`config.mk`:
```
export PLATFORM = sky130hd
export DESIGN_NAME = uart_mem_system
export DESIGN_NICKNAME = d
export VERILOG_FILES = /design/src/hdl/mem_pkg.sv /design/src/hdl/uart_pkg.sv /design/src/hdl/uart_mem_bridge.sv /design/src/hdl/uart_mem_system.sv /design/src/hdl/uart_mem_target.sv /design/src/hdl/uart_rx.sv /design/src/hdl/uart_tx.sv
export SDC_FILE = /design/constraint.sdc
export NUM_CORES = 2
export LEC_CHECK = 0
export ABC_AREA = 1
export BUFFER_PORTS_ARGS = -buffer_cell sky130_fd_sc_hd__clkbuf_2
export CAP_MARGIN = 20
export CORE_MARGIN = 5
export CORE_UTILIZATION = 50
export CTS_BUF_LIST = sky130_fd_sc_hd__clkbuf_2
export CTS_CLUSTER_DIAMETER = 120
export DETAILED_ROUTE_END_ITERATION = 6
export PLACE_DENSITY_LB_ADDON = 0.25
export SLEW_MARGIN = 10
export SYNTH_ARGS = -nofsm -noshare
export SYNTH_HDL_FRONTEND = slang
export SYNTH_SLANG_ARGS = --single-unit
```
`constraint.sdc`:
```
create_clock -name clk -period 5.5 [get_ports clk]
set_input_delay 0 -clock clk [delete_from_list [all_inputs] [get_ports clk]]
set_output_delay 0 -clock clk [all_outputs]
set_load 0.05 [all_outputs]
```
`src/hdl/mem_pkg.sv`:
```
package mem_pkg;

    // host side word and address widths.
    localparam int ADDR_W         = 32;
    localparam int DATA_W         = 32;
    localparam int BYTES_PER_WORD = 4;

    // first byte of every request frame.
    localparam logic [7:0] CMD_READ  = 8'd0;
    localparam logic [7:0] CMD_WRITE = 8'd1;

    // remote memory, word addressed; upper address bits alias.
    localparam int MEM_INDEX_W = 6;
    localparam int MEM_WORDS   = 64;

endpackage

```
`src/hdl/uart_pkg.sv`:
```
package uart_pkg;

    // serial timing, in clock cycles.
    localparam int CLKS_PER_BIT = 8;

    // payload bits per frame, sent lsb first.
    localparam int DATA_BITS = 8;

    // start bit, payload and stop bit.
    localparam int FRAME_CLKS = (DATA_BITS + 2) * CLKS_PER_BIT;

endpackage

```
`src/hdl/uart_mem_bridge.sv`:
```
module uart_mem_bridge (
    input  logic                      clk,
    input  logic                      rst_n,
    input  logic                      cmd_start,
    input  logic                      cmd_write,
    output logic                      cmd_ready,
    input  logic [mem_pkg::ADDR_W-1:0] addr,
    input  logic [mem_pkg::DATA_W-1:0] wdata,
    output logic [mem_pkg::DATA_W-1:0] rdata,
    output logic                      rdata_valid,
    output logic                      serial_out,
    input  logic                      serial_in
);

    typedef enum logic [2:0] {IDLE, SEND, GAP, RECV, DONE} state_t;

    state_t     state;
    logic [3:0] idx;        // bytes sent, then bytes received.
    logic       write_q;
    logic       tx_start;
    logic [7:0] tx_data;
    logic       tx_ready;
    logic [7:0] rx_data;
    logic       rx_valid;
    logic       accept;

    // command byte, address and write data, sent from the top byte down.
    logic [8+mem_pkg::ADDR_W+mem_pkg::DATA_W-1:0] frame;

    assign accept = cmd_start && cmd_ready;

    uart_tx u_tx (
        .clk   (clk),
        .rst_n (rst_n),
        .start (tx_start),
        .data  (tx_data),
        .ready (tx_ready),
        .line  (serial_out)
    );

    uart_rx u_rx (
        .clk   (clk),
        .rst_n (rst_n),
        .line  (serial_in),
        .data  (rx_data),
        .valid (rx_valid)
    );

    always_ff @(posedge clk) begin
        if (accept)
            frame <= {cmd_write ? mem_pkg::CMD_WRITE : mem_pkg::CMD_READ, addr, wdata};
        else if (state == SEND && tx_ready)
            frame <= frame << 8;
    end

    always_ff @(posedge clk or negedge rst_n) begin
        if (!rst_n) begin
            state       <= IDLE;
            idx         <= '0;
            write_q     <= 1'b0;
            tx_start    <= 1'b0;
            tx_data     <= '0;
            cmd_ready   <= 1'b1;
            rdata       <= '0;
            rdata_valid <= 1'b0;
        end else begin
            case (state)
                IDLE: if (accept) begin
                    write_q   <= cmd_write;
                    idx       <= '0;
                    cmd_ready <= 1'b0;
                    state     <= SEND;
                end
                SEND: if (tx_ready) begin
                    tx_start <= 1'b1;
                    tx_data  <= frame[$high(frame) -: 8];
                    idx      <= idx + 1'b1;
                    state    <= GAP;
                end
                GAP: begin
                    // the transmitter takes the byte here, so ready is low next cycle.
                    tx_start <= 1'b0;
                    if (write_q && idx == 4'(1 + 2 * mem_pkg::BYTES_PER_WORD)) begin
                        state <= DONE;
                    end else if (!write_q && idx == 4'(1 + mem_pkg::BYTES_PER_WORD)) begin
                        idx   <= '0;
                        state <= RECV;
                    end else begin
                        state <= SEND;
                    end
                end
                RECV: if (rx_valid) begin
                    rdata <= {rdata[mem_pkg::DATA_W-9:0], rx_data};    // msb first.
                    idx   <= idx + 1'b1;
                    if (idx == 4'(mem_pkg::BYTES_PER_WORD - 1)) begin
                        rdata_valid <= 1'b1;
                        state       <= DONE;
                    end
                end
                DONE: begin
                    rdata_valid <= 1'b0;
                    // a write is finished once its last byte is on the line.
                    if (tx_ready) begin
                        cmd_ready <= 1'b1;
                        state     <= IDLE;
                    end
                end
                default: state <= IDLE;
            endcase
        end
    end

    a_valid_while_busy: assert property (@(posedge clk) disable iff (!rst_n)
        rdata_valid |-> !cmd_ready);

endmodule

```
`src/hdl/uart_mem_system.sv`:
```
module uart_mem_system (
    input  logic                      clk,
    input  logic                      rst_n,
    input  logic                      cmd_start,
    input  logic                      cmd_write,
    output logic                      cmd_ready,
    input  logic [mem_pkg::ADDR_W-1:0] addr,
    input  logic [mem_pkg::DATA_W-1:0] wdata,
    output logic [mem_pkg::DATA_W-1:0] rdata,
    output logic                      rdata_valid
);

    logic host_line;     // bridge to target.
    logic reply_line;    // target back to bridge.

    uart_mem_bridge u_bridge (
        .clk         (clk),
        .rst_n       (rst_n),
        .cmd_start   (cmd_start),
        .cmd_write   (cmd_write),
        .cmd_ready   (cmd_ready),
        .addr        (addr),
        .wdata       (wdata),
        .rdata       (rdata),
        .rdata_valid (rdata_valid),
        .serial_out  (host_line),
        .serial_in   (reply_line)
    );

    uart_mem_target u_target (
        .clk        (clk),
        .rst_n      (rst_n),
        .serial_in  (host_line),
        .serial_out (reply_line)
    );

endmodule

```
`src/hdl/uart_mem_target.sv`:
```
module uart_mem_target (
    input  logic clk,
    input  logic rst_n,
    input  logic serial_in,
    output logic serial_out
);

    typedef enum logic [2:0] {PARSE, WRITE, LOAD, SEND, GAP} state_t;

    state_t                      state;
    logic [3:0]                  cnt;       // request bytes in, then reply bytes out.
    logic [7:0]                  cmd_q;
    logic [mem_pkg::ADDR_W-1:0]  addr_q;
    logic [mem_pkg::DATA_W-1:0]  wdata_q;
    logic [mem_pkg::DATA_W-1:0]  reply;
    logic [mem_pkg::DATA_W-1:0]  mem [mem_pkg::MEM_WORDS];
    logic [mem_pkg::MEM_INDEX_W-1:0] mem_index;
    logic                        tx_start;
    logic [7:0]                  tx_data;
    logic                        tx_ready;
    logic [7:0]                  rx_data;
    logic                        rx_valid;

    // word index, skipping the byte offset bits.
    assign mem_index = addr_q[$clog2(mem_pkg::BYTES_PER_WORD) +: mem_pkg::MEM_INDEX_W];

    uart_rx u_rx (
        .clk   (clk),
        .rst_n (rst_n),
        .line  (serial_in),
        .data  (rx_data),
        .valid (rx_valid)
    );

    uart_tx u_tx (
        .clk   (clk),
        .rst_n (rst_n),
        .start (tx_start),
        .data  (tx_data),
        .ready (tx_ready),
        .line  (serial_out)
    );

    always_ff @(posedge clk) begin
        if (state == WRITE) mem[mem_index] <= wdata_q;
    end

    always_ff @(posedge clk) begin
        if (state == PARSE && rx_valid) begin
            if (cnt >= 4'd1 && cnt <= 4'(mem_pkg::BYTES_PER_WORD))
                addr_q <= {addr_q[mem_pkg::ADDR_W-9:0], rx_data};
            else if (cnt != 4'd0)
                wdata_q <= {wdata_q[mem_pkg::DATA_W-9:0], rx_data};
        end
        if (state == LOAD) reply <= mem[mem_index];
        else if (state == SEND && tx_ready) reply <= reply << 8;
    end

    always_ff @(posedge clk or negedge rst_n) begin
        if (!rst_n) begin
            state    <= PARSE;
            cnt      <= '0;
            cmd_q    <= '0;
            tx_start <= 1'b0;
            tx_data  <= '0;
        end else begin
            case (state)
                PARSE: if (rx_valid) begin
                    cnt <= cnt + 1'b1;
                    if (cnt == 4'd0) cmd_q <= rx_data;
                    // last address byte of a read, or last data byte of a write.
                    if (cnt == 4'(mem_pkg::BYTES_PER_WORD) && cmd_q == mem_pkg::CMD_READ)
                        state <= LOAD;
                    else if (cnt == 4'(2 * mem_pkg::BYTES_PER_WORD))
                        state <= WRITE;
                end
                WRITE: begin
                    cnt   <= '0;
                    state <= PARSE;
                end
                LOAD: begin
                    cnt   <= '0;
                    state <= SEND;
                end
                SEND: if (tx_ready) begin
                    tx_start <= 1'b1;
                    tx_data  <= reply[mem_pkg::DATA_W-1 -: 8];
                    cnt      <= cnt + 1'b1;
                    state    <= GAP;
                end
                GAP: begin
                    tx_start <= 1'b0;
                    if (cnt == 4'(mem_pkg::BYTES_PER_WORD)) begin
                        cnt   <= '0;
                        state <= PARSE;
                    end else begin
                        state <= SEND;
                    end
                end
                default: state <= PARSE;
            endcase
        end
    end

    a_cnt_in_range: assert property (@(posedge clk) disable iff (!rst_n)
        cnt <= 4'd9);

endmodule

```
`src/hdl/uart_rx.sv`:
```
module uart_rx (
    input  logic       clk,
    input  logic       rst_n,
    input  logic       line,
    output logic [7:0] data,
    output logic       valid
);

    typedef enum logic [1:0] {IDLE, START, DATA, STOP} state_t;
    typedef logic [$clog2(uart_pkg::CLKS_PER_BIT)-1:0] baud_t;
    typedef logic [$clog2(uart_pkg::DATA_BITS)-1:0]    bit_t;

    state_t     state;
    baud_t      baud_cnt;
    bit_t       bit_cnt;
    logic [7:0] shreg;
    logic       line_q;    // registered copy of the serial input.
    logic       bit_done;
    logic       half_done;

    assign bit_done  = (baud_cnt == baud_t'(uart_pkg::CLKS_PER_BIT - 1));
    assign half_done = (baud_cnt == baud_t'(uart_pkg::CLKS_PER_BIT / 2 - 1));
    assign data      = shreg;    // holds until the next frame's first data bit.

    always_ff @(posedge clk or negedge rst_n) begin
        if (!rst_n) begin
            state    <= IDLE;
            baud_cnt <= '0;
            bit_cnt  <= '0;
            shreg    <= '0;
            line_q   <= 1'b1;
            valid    <= 1'b0;
        end else begin
            line_q <= line;
            valid  <= 1'b0;
            case (state)
                IDLE: begin
                    baud_cnt <= '0;
                    if (!line_q) state <= START;
                end
                START: begin
                    // recheck the start bit half a bit in, then step whole bits.
                    if (half_done) begin
                        baud_cnt <= '0;
                        bit_cnt  <= '0;
                        state    <= line_q ? IDLE : DATA;
                    end else begin
                        baud_cnt <= baud_cnt + 1'b1;
                    end
                end
                DATA: begin
                    if (bit_done) begin
                        baud_cnt <= '0;
                        shreg    <= {line_q, shreg[7:1]};    // lsb arrives first.
                        if (bit_cnt == bit_t'(uart_pkg::DATA_BITS - 1)) state <= STOP;
                        else bit_cnt <= bit_cnt + 1'b1;
                    end else begin
                        baud_cnt <= baud_cnt + 1'b1;
                    end
                end
                STOP: begin
                    if (bit_done) begin
                        baud_cnt <= '0;
                        valid    <= 1'b1;
                        state    <= IDLE;
                    end else begin
                        baud_cnt <= baud_cnt + 1'b1;
                    end
                end
                default: state <= IDLE;
            endcase
        end
    end

    // the sample taken one cycle before valid is the stop bit.
    a_stop_bit_high: assert property (@(posedge clk) disable iff (!rst_n)
        valid |-> $past(line_q));

endmodule

```
`src/hdl/uart_tx.sv`:
```
module uart_tx (
    input  logic       clk,
    input  logic       rst_n,
    input  logic       start,
    input  logic [7:0] data,
    output logic       ready,
    output logic       line
);

    typedef enum logic [1:0] {IDLE, START, DATA, STOP} state_t;
    typedef logic [$clog2(uart_pkg::CLKS_PER_BIT)-1:0] baud_t;
    typedef logic [$clog2(uart_pkg::DATA_BITS)-1:0]    bit_t;

    state_t     state;
    baud_t      baud_cnt;
    bit_t       bit_cnt;
    logic [7:0] shreg;
    logic       bit_done;

    assign bit_done = (baud_cnt == baud_t'(uart_pkg::CLKS_PER_BIT - 1));
    assign ready    = (state == IDLE);

    always_ff @(posedge clk or negedge rst_n) begin
        if (!rst_n) begin
            state    <= IDLE;
            baud_cnt <= '0;
            bit_cnt  <= '0;
            shreg    <= '0;
            line     <= 1'b1;
        end else begin
            baud_cnt <= bit_done ? '0 : baud_cnt + 1'b1;
            case (state)
                IDLE: begin
                    baud_cnt <= '0;
                    if (start) begin
                        shreg <= data;
                        line  <= 1'b0;    // start bit.
                        state <= START;
                    end
                end
                START: if (bit_done) begin
                    line    <= shreg[0];
                    shreg   <= shreg >> 1;
                    bit_cnt <= '0;
                    state   <= DATA;
                end
                DATA: if (bit_done) begin
                    if (bit_cnt == bit_t'(uart_pkg::DATA_BITS - 1)) begin
                        line  <= 1'b1;    // stop bit.
                        state <= STOP;
                    end else begin
                        line    <= shreg[0];
                        shreg   <= shreg >> 1;
                        bit_cnt <= bit_cnt + 1'b1;
                    end
                end
                STOP: if (bit_done) state <= IDLE;
                default: state <= IDLE;
            endcase
        end
    end

    a_start_when_ready: assert property (@(posedge clk) disable iff (!rst_n)
        start |-> ready);

endmodule

```
==> summary.txt <==
Status
  – Status: finished clean

STA
  – # setup viols final: 0
  – Final WS setup: between 1500 and 2000 ps
  – Setup TNS: 0 ps
  – Fmax: between 0.2 and 0.3 GHz
  – Tmin final: between 3000 and 4000 ps
  – Rel. slew slack: between 4 and 5%
  – Hold Vio Cnt, Final: 0
  – Setup repair after global routing missed its margin: false
  – Hold WS: around 230 ps
  – Worst-Margin Slew: 1430 ps
  – Max-slew violation count: 0
  – Fin crit share: a little over two thirds
  – Post-Route Skew: roughly 170 ps

Floorplanning
  – Die W: ~440 µm
  – # rows: 159
  – Die area: 197000 µm²
  – I/O pins: 102
  – Core Box Area: 187000 µm²
  – Height of the die: 444 µm
  – Initial Utilization: 50.2%

Logic synthesis
  – Syn_nets: 7931
  – Ys Warns: 0
  – Synth cell types: 38
  – Number of synthesized flops with an enable pin: 2190
  – Cell Area, Synth: between 90000 and 100000 µm²
  – Seq/Total Area, Yosys: between 70% and 80%
  – Syn_area_per_cell: approximately 12 µm²
  – Synth Instances: slightly below 8000
  – Async SR Flop Fraction: between 6 and 7%
  – Post-synth top flop: edfxtp_1
  – FF+latch count, synth: 2341

Setup path
  – Worst-path maximum fanout: just over 200
  – Critical Path RT: 7080 ps
  – Critical-path cell list: inv_16 > buf_12 > nand2_1 > nand3_1 > nand3_1 > nand3_1 > nand3_1 > nand3_1 > nand3_1 > nand2_1
  – CP Class: reg2reg
  – Max incr delay on CP: around 840 ps
  – R2r endpoint: u_target.reply[18]
  – CP max-delay cell: dfxtp_4
  – Top cell family by delay on the critical path: simple AND/OR/NAND/NOR gates
  – Cell count of the worst reg-to-reg path: 10
  – Setup crit start kind: register
  – Most frequent cell on the critical path: nand3_1
  – Worst Setup End Kind: register
  – Critical path buffer and inverter count: 2
  – Arrival @ worst endpoint: between 5000 and 6000 ps
  – Register-to-Register Setup Slack: ~1600 ps

Power
  – PD cells: approximately 310 nW/µm²
  – NetSw: 8130 µW
  – Comb power frac: 5.0%
  – Clock share of power: 34.7%
  – Sequential Power Share: around three fifths
  – VDD IR max: about 210 µV
  – Int Pwr: roughly 25000 µW
  – Leakage power: roughly 0.037 µW
  – Sw Ratio: between 20% and 30%

Route
  – Routed WL per cell: 23.3 µm
  – Total wire length: approximately 260000 µm
  – Drt initial violations: a little under 8000
  – Via count: approximately 65000
  – TritonRoute pass-1 iters: 6
  – Final ANT Viol Nets: 0
  – Vias per cell: around 5.7
  – Drt drc: 0

Layout
  – Multi-input gate area: between 20000 and 25000 µm²
  – Fill cell count: approximately 15000
  – Final net count: between 8000 and 9000
  – Commonest cells after routing, fill and taps aside: 2495 x nand2_1, 2190 x edfxtp_1, 1974 x nand3_1
  – Reg area: 69500 µm²
  – Layout cell share with drive strength beyond 1: between 10 and 15%
  – Final core occ: 56.2%
  – Syn-to-layout area delta: 12.1%
  – Commonest non-fill, non-tap cell in the layout: nand2_1

Placement
  – Port bufs: slightly above 100
  – Routability cong.: about 0.89
  – Setup WS pre-CTS: 1890 ps
  – HPWL after detailed placement: ~140000 µm

Clock tree
  – CTS Sinks: ~2300
  – Cts repair resizes: 0
  – Clock Path Buffers: 4
  – Clk_lat worst skew: 1860 ps
  – Clk slew on worst S/H paths: 100 ps
  – H-tree depth: 6
  – Clock tree root buffer cell: clkbuf_2
  – CTS Buf Count: approximately 600
  – CTS tree: built

Hold path
  – Worst Hold End: u_bridge.frame[4]
  – Hold depth: 6
  – Hold Path Class: in2reg
  – HP Start: wdata[4]

Global routing
  – Grt total ovfl: 0
  – Number of global-route vias before repair: around 63000
  – GR Util All Layers: around a quarter
  – First-pass GRT wire length: 392000 µm
  – Initial antenna violation count: 13
  – Largest net degree at the start of global routing: 208

Flow run
  – Maximum Capacitance Violations: 0
## sequential cells by signal, summed over array words and instances, names as in the netlist, 32 cells and up, named ones only
register          flops
u_bridge.rdata       32
u_target.wdata_q     32
u_target.mem       2048
u_bridge.frame       72
u_target.reply       32
## synthesized netlist by cell type, types with 14 or more instances
library cell	number	area, µm²
clkbuf_1	110	413
o21ai_0	86	430
buf_4	35	263
buf_6	16	180
nand3_1	1974	9880
inv_1	123	462
buf_2	274	1370
dfrtp_1	140	3500
nor3_1	27	135
edfxtp_1	2190	65800
buf_1	44	165
mux2_2	32	360
nand2_1	2497	9370
a31oi_1	14	87.6
nor2_1	170	638
ha_1	33	413
a21oi_1	19	95.1
## final cells by class
| type | instances | share of cell area [%] |
|---|---|---|
| Sequential cell | 2341 | 66.0 |
| Antenna cell | 12 | 0.0285 |
| Multi-Input combinational cell | 4879 | 21.0 |
| Clock buffer | 854 | 4.06 |
| Inverter | 131 | 0.499 |
| Clock inverter | 126 | 0.696 |
| Timing Repair Buffer | 518 | 4.79 |
| Tap cell | 2495 | 2.96 |
## per-layer routing
layer	GRT usage [%]	vias to the layer above	routed length [µm]
li1	-	29300	-
met1	35.8	31600	103000
met2	40.3	3695	123000
met3	6.67	619	27700
met4	11.5	0	11000
met5	0	-	0
## power by group through the flow
| stage | clock network (µW) | logic [µW] | registers [µW] |
|---|---|---|---|
| floorplan | 0 | 790 | 20200 |
| global placement | 0 | 1010 | 20300 |
| detailed placement | 0 | 1060 | 20300 |
| CTS | 11600 | 1510 | 19900 |
| global route | 12700 | 1840 | 19900 |
| finish | 11500 | 1670 | 19900 |
## timing repair
| item | in CTS | in global routing |
|---|---|---|
| hold buffers | 261 | 0 |
| endpoints found under the setup margin | 0 | 0 |
| endpoints found under the hold margin | 275 | 0 |
| setup buffers | 0 | 0 |
## logic make-up (layout without fill, tap and decap cells)
logic type | after synthesis | count (layout) | share of synthesized area, %
simple gates | 4678 | 4678 | 21.4
mux | 33 | 33 | 0.394
flops | 2341 | 2341 | 73.9
fa+ha+maj | 33 | 33 | 0.439
compound gates | 133 | 133 | 0.762
other cells | 0 | 12 | 0
xor+xnor | 2 | 2 | 0.0186
buf+inv | 610 | 1629 | 3.07
## through the flow
step | std cells | area [µm²] | total power, µW
finish | 11400 | 105000 | 33100
detailed placement | 10100 | 97200 | 21300
global route | 11400 | 105000 | 34500
global placement | 10100 | 97000 | 21300
floorplan | 7830 | 94000 | 21000
CTS | 11300 | 105000 | 33000
## how the worst max path moves through the flow
stage                        from                   end  slack [ps]  cells after the start
6_report                 register    u_target.reply[18]        1620                     10
5_1_grt        u_bridge.cmd_ready    u_bridge.frame[14]        1420                      9
4_1_cts        u_bridge.cmd_ready     u_bridge.frame[8]        1610                      8
3_5_place_dp    u_target.state[2]  u_target.mem[13][12]        1890                      3
3_3_place_gp    u_target.state[2]  u_target.mem[54][29]        1950                      3
2_1_floorplan   u_target.state[2]   u_target.mem[35][0]         980                      3
## tightest hold or removal path, cell delays in order
cell,delay (ps)
dlygate4sd3_1,520
clkbuf_2,90
dlygate4sd3_1,530
inv_1,40
dlygate4sd3_1,550
nor2_1,100
No activity file was read; power rests on OpenSTA's default activity.
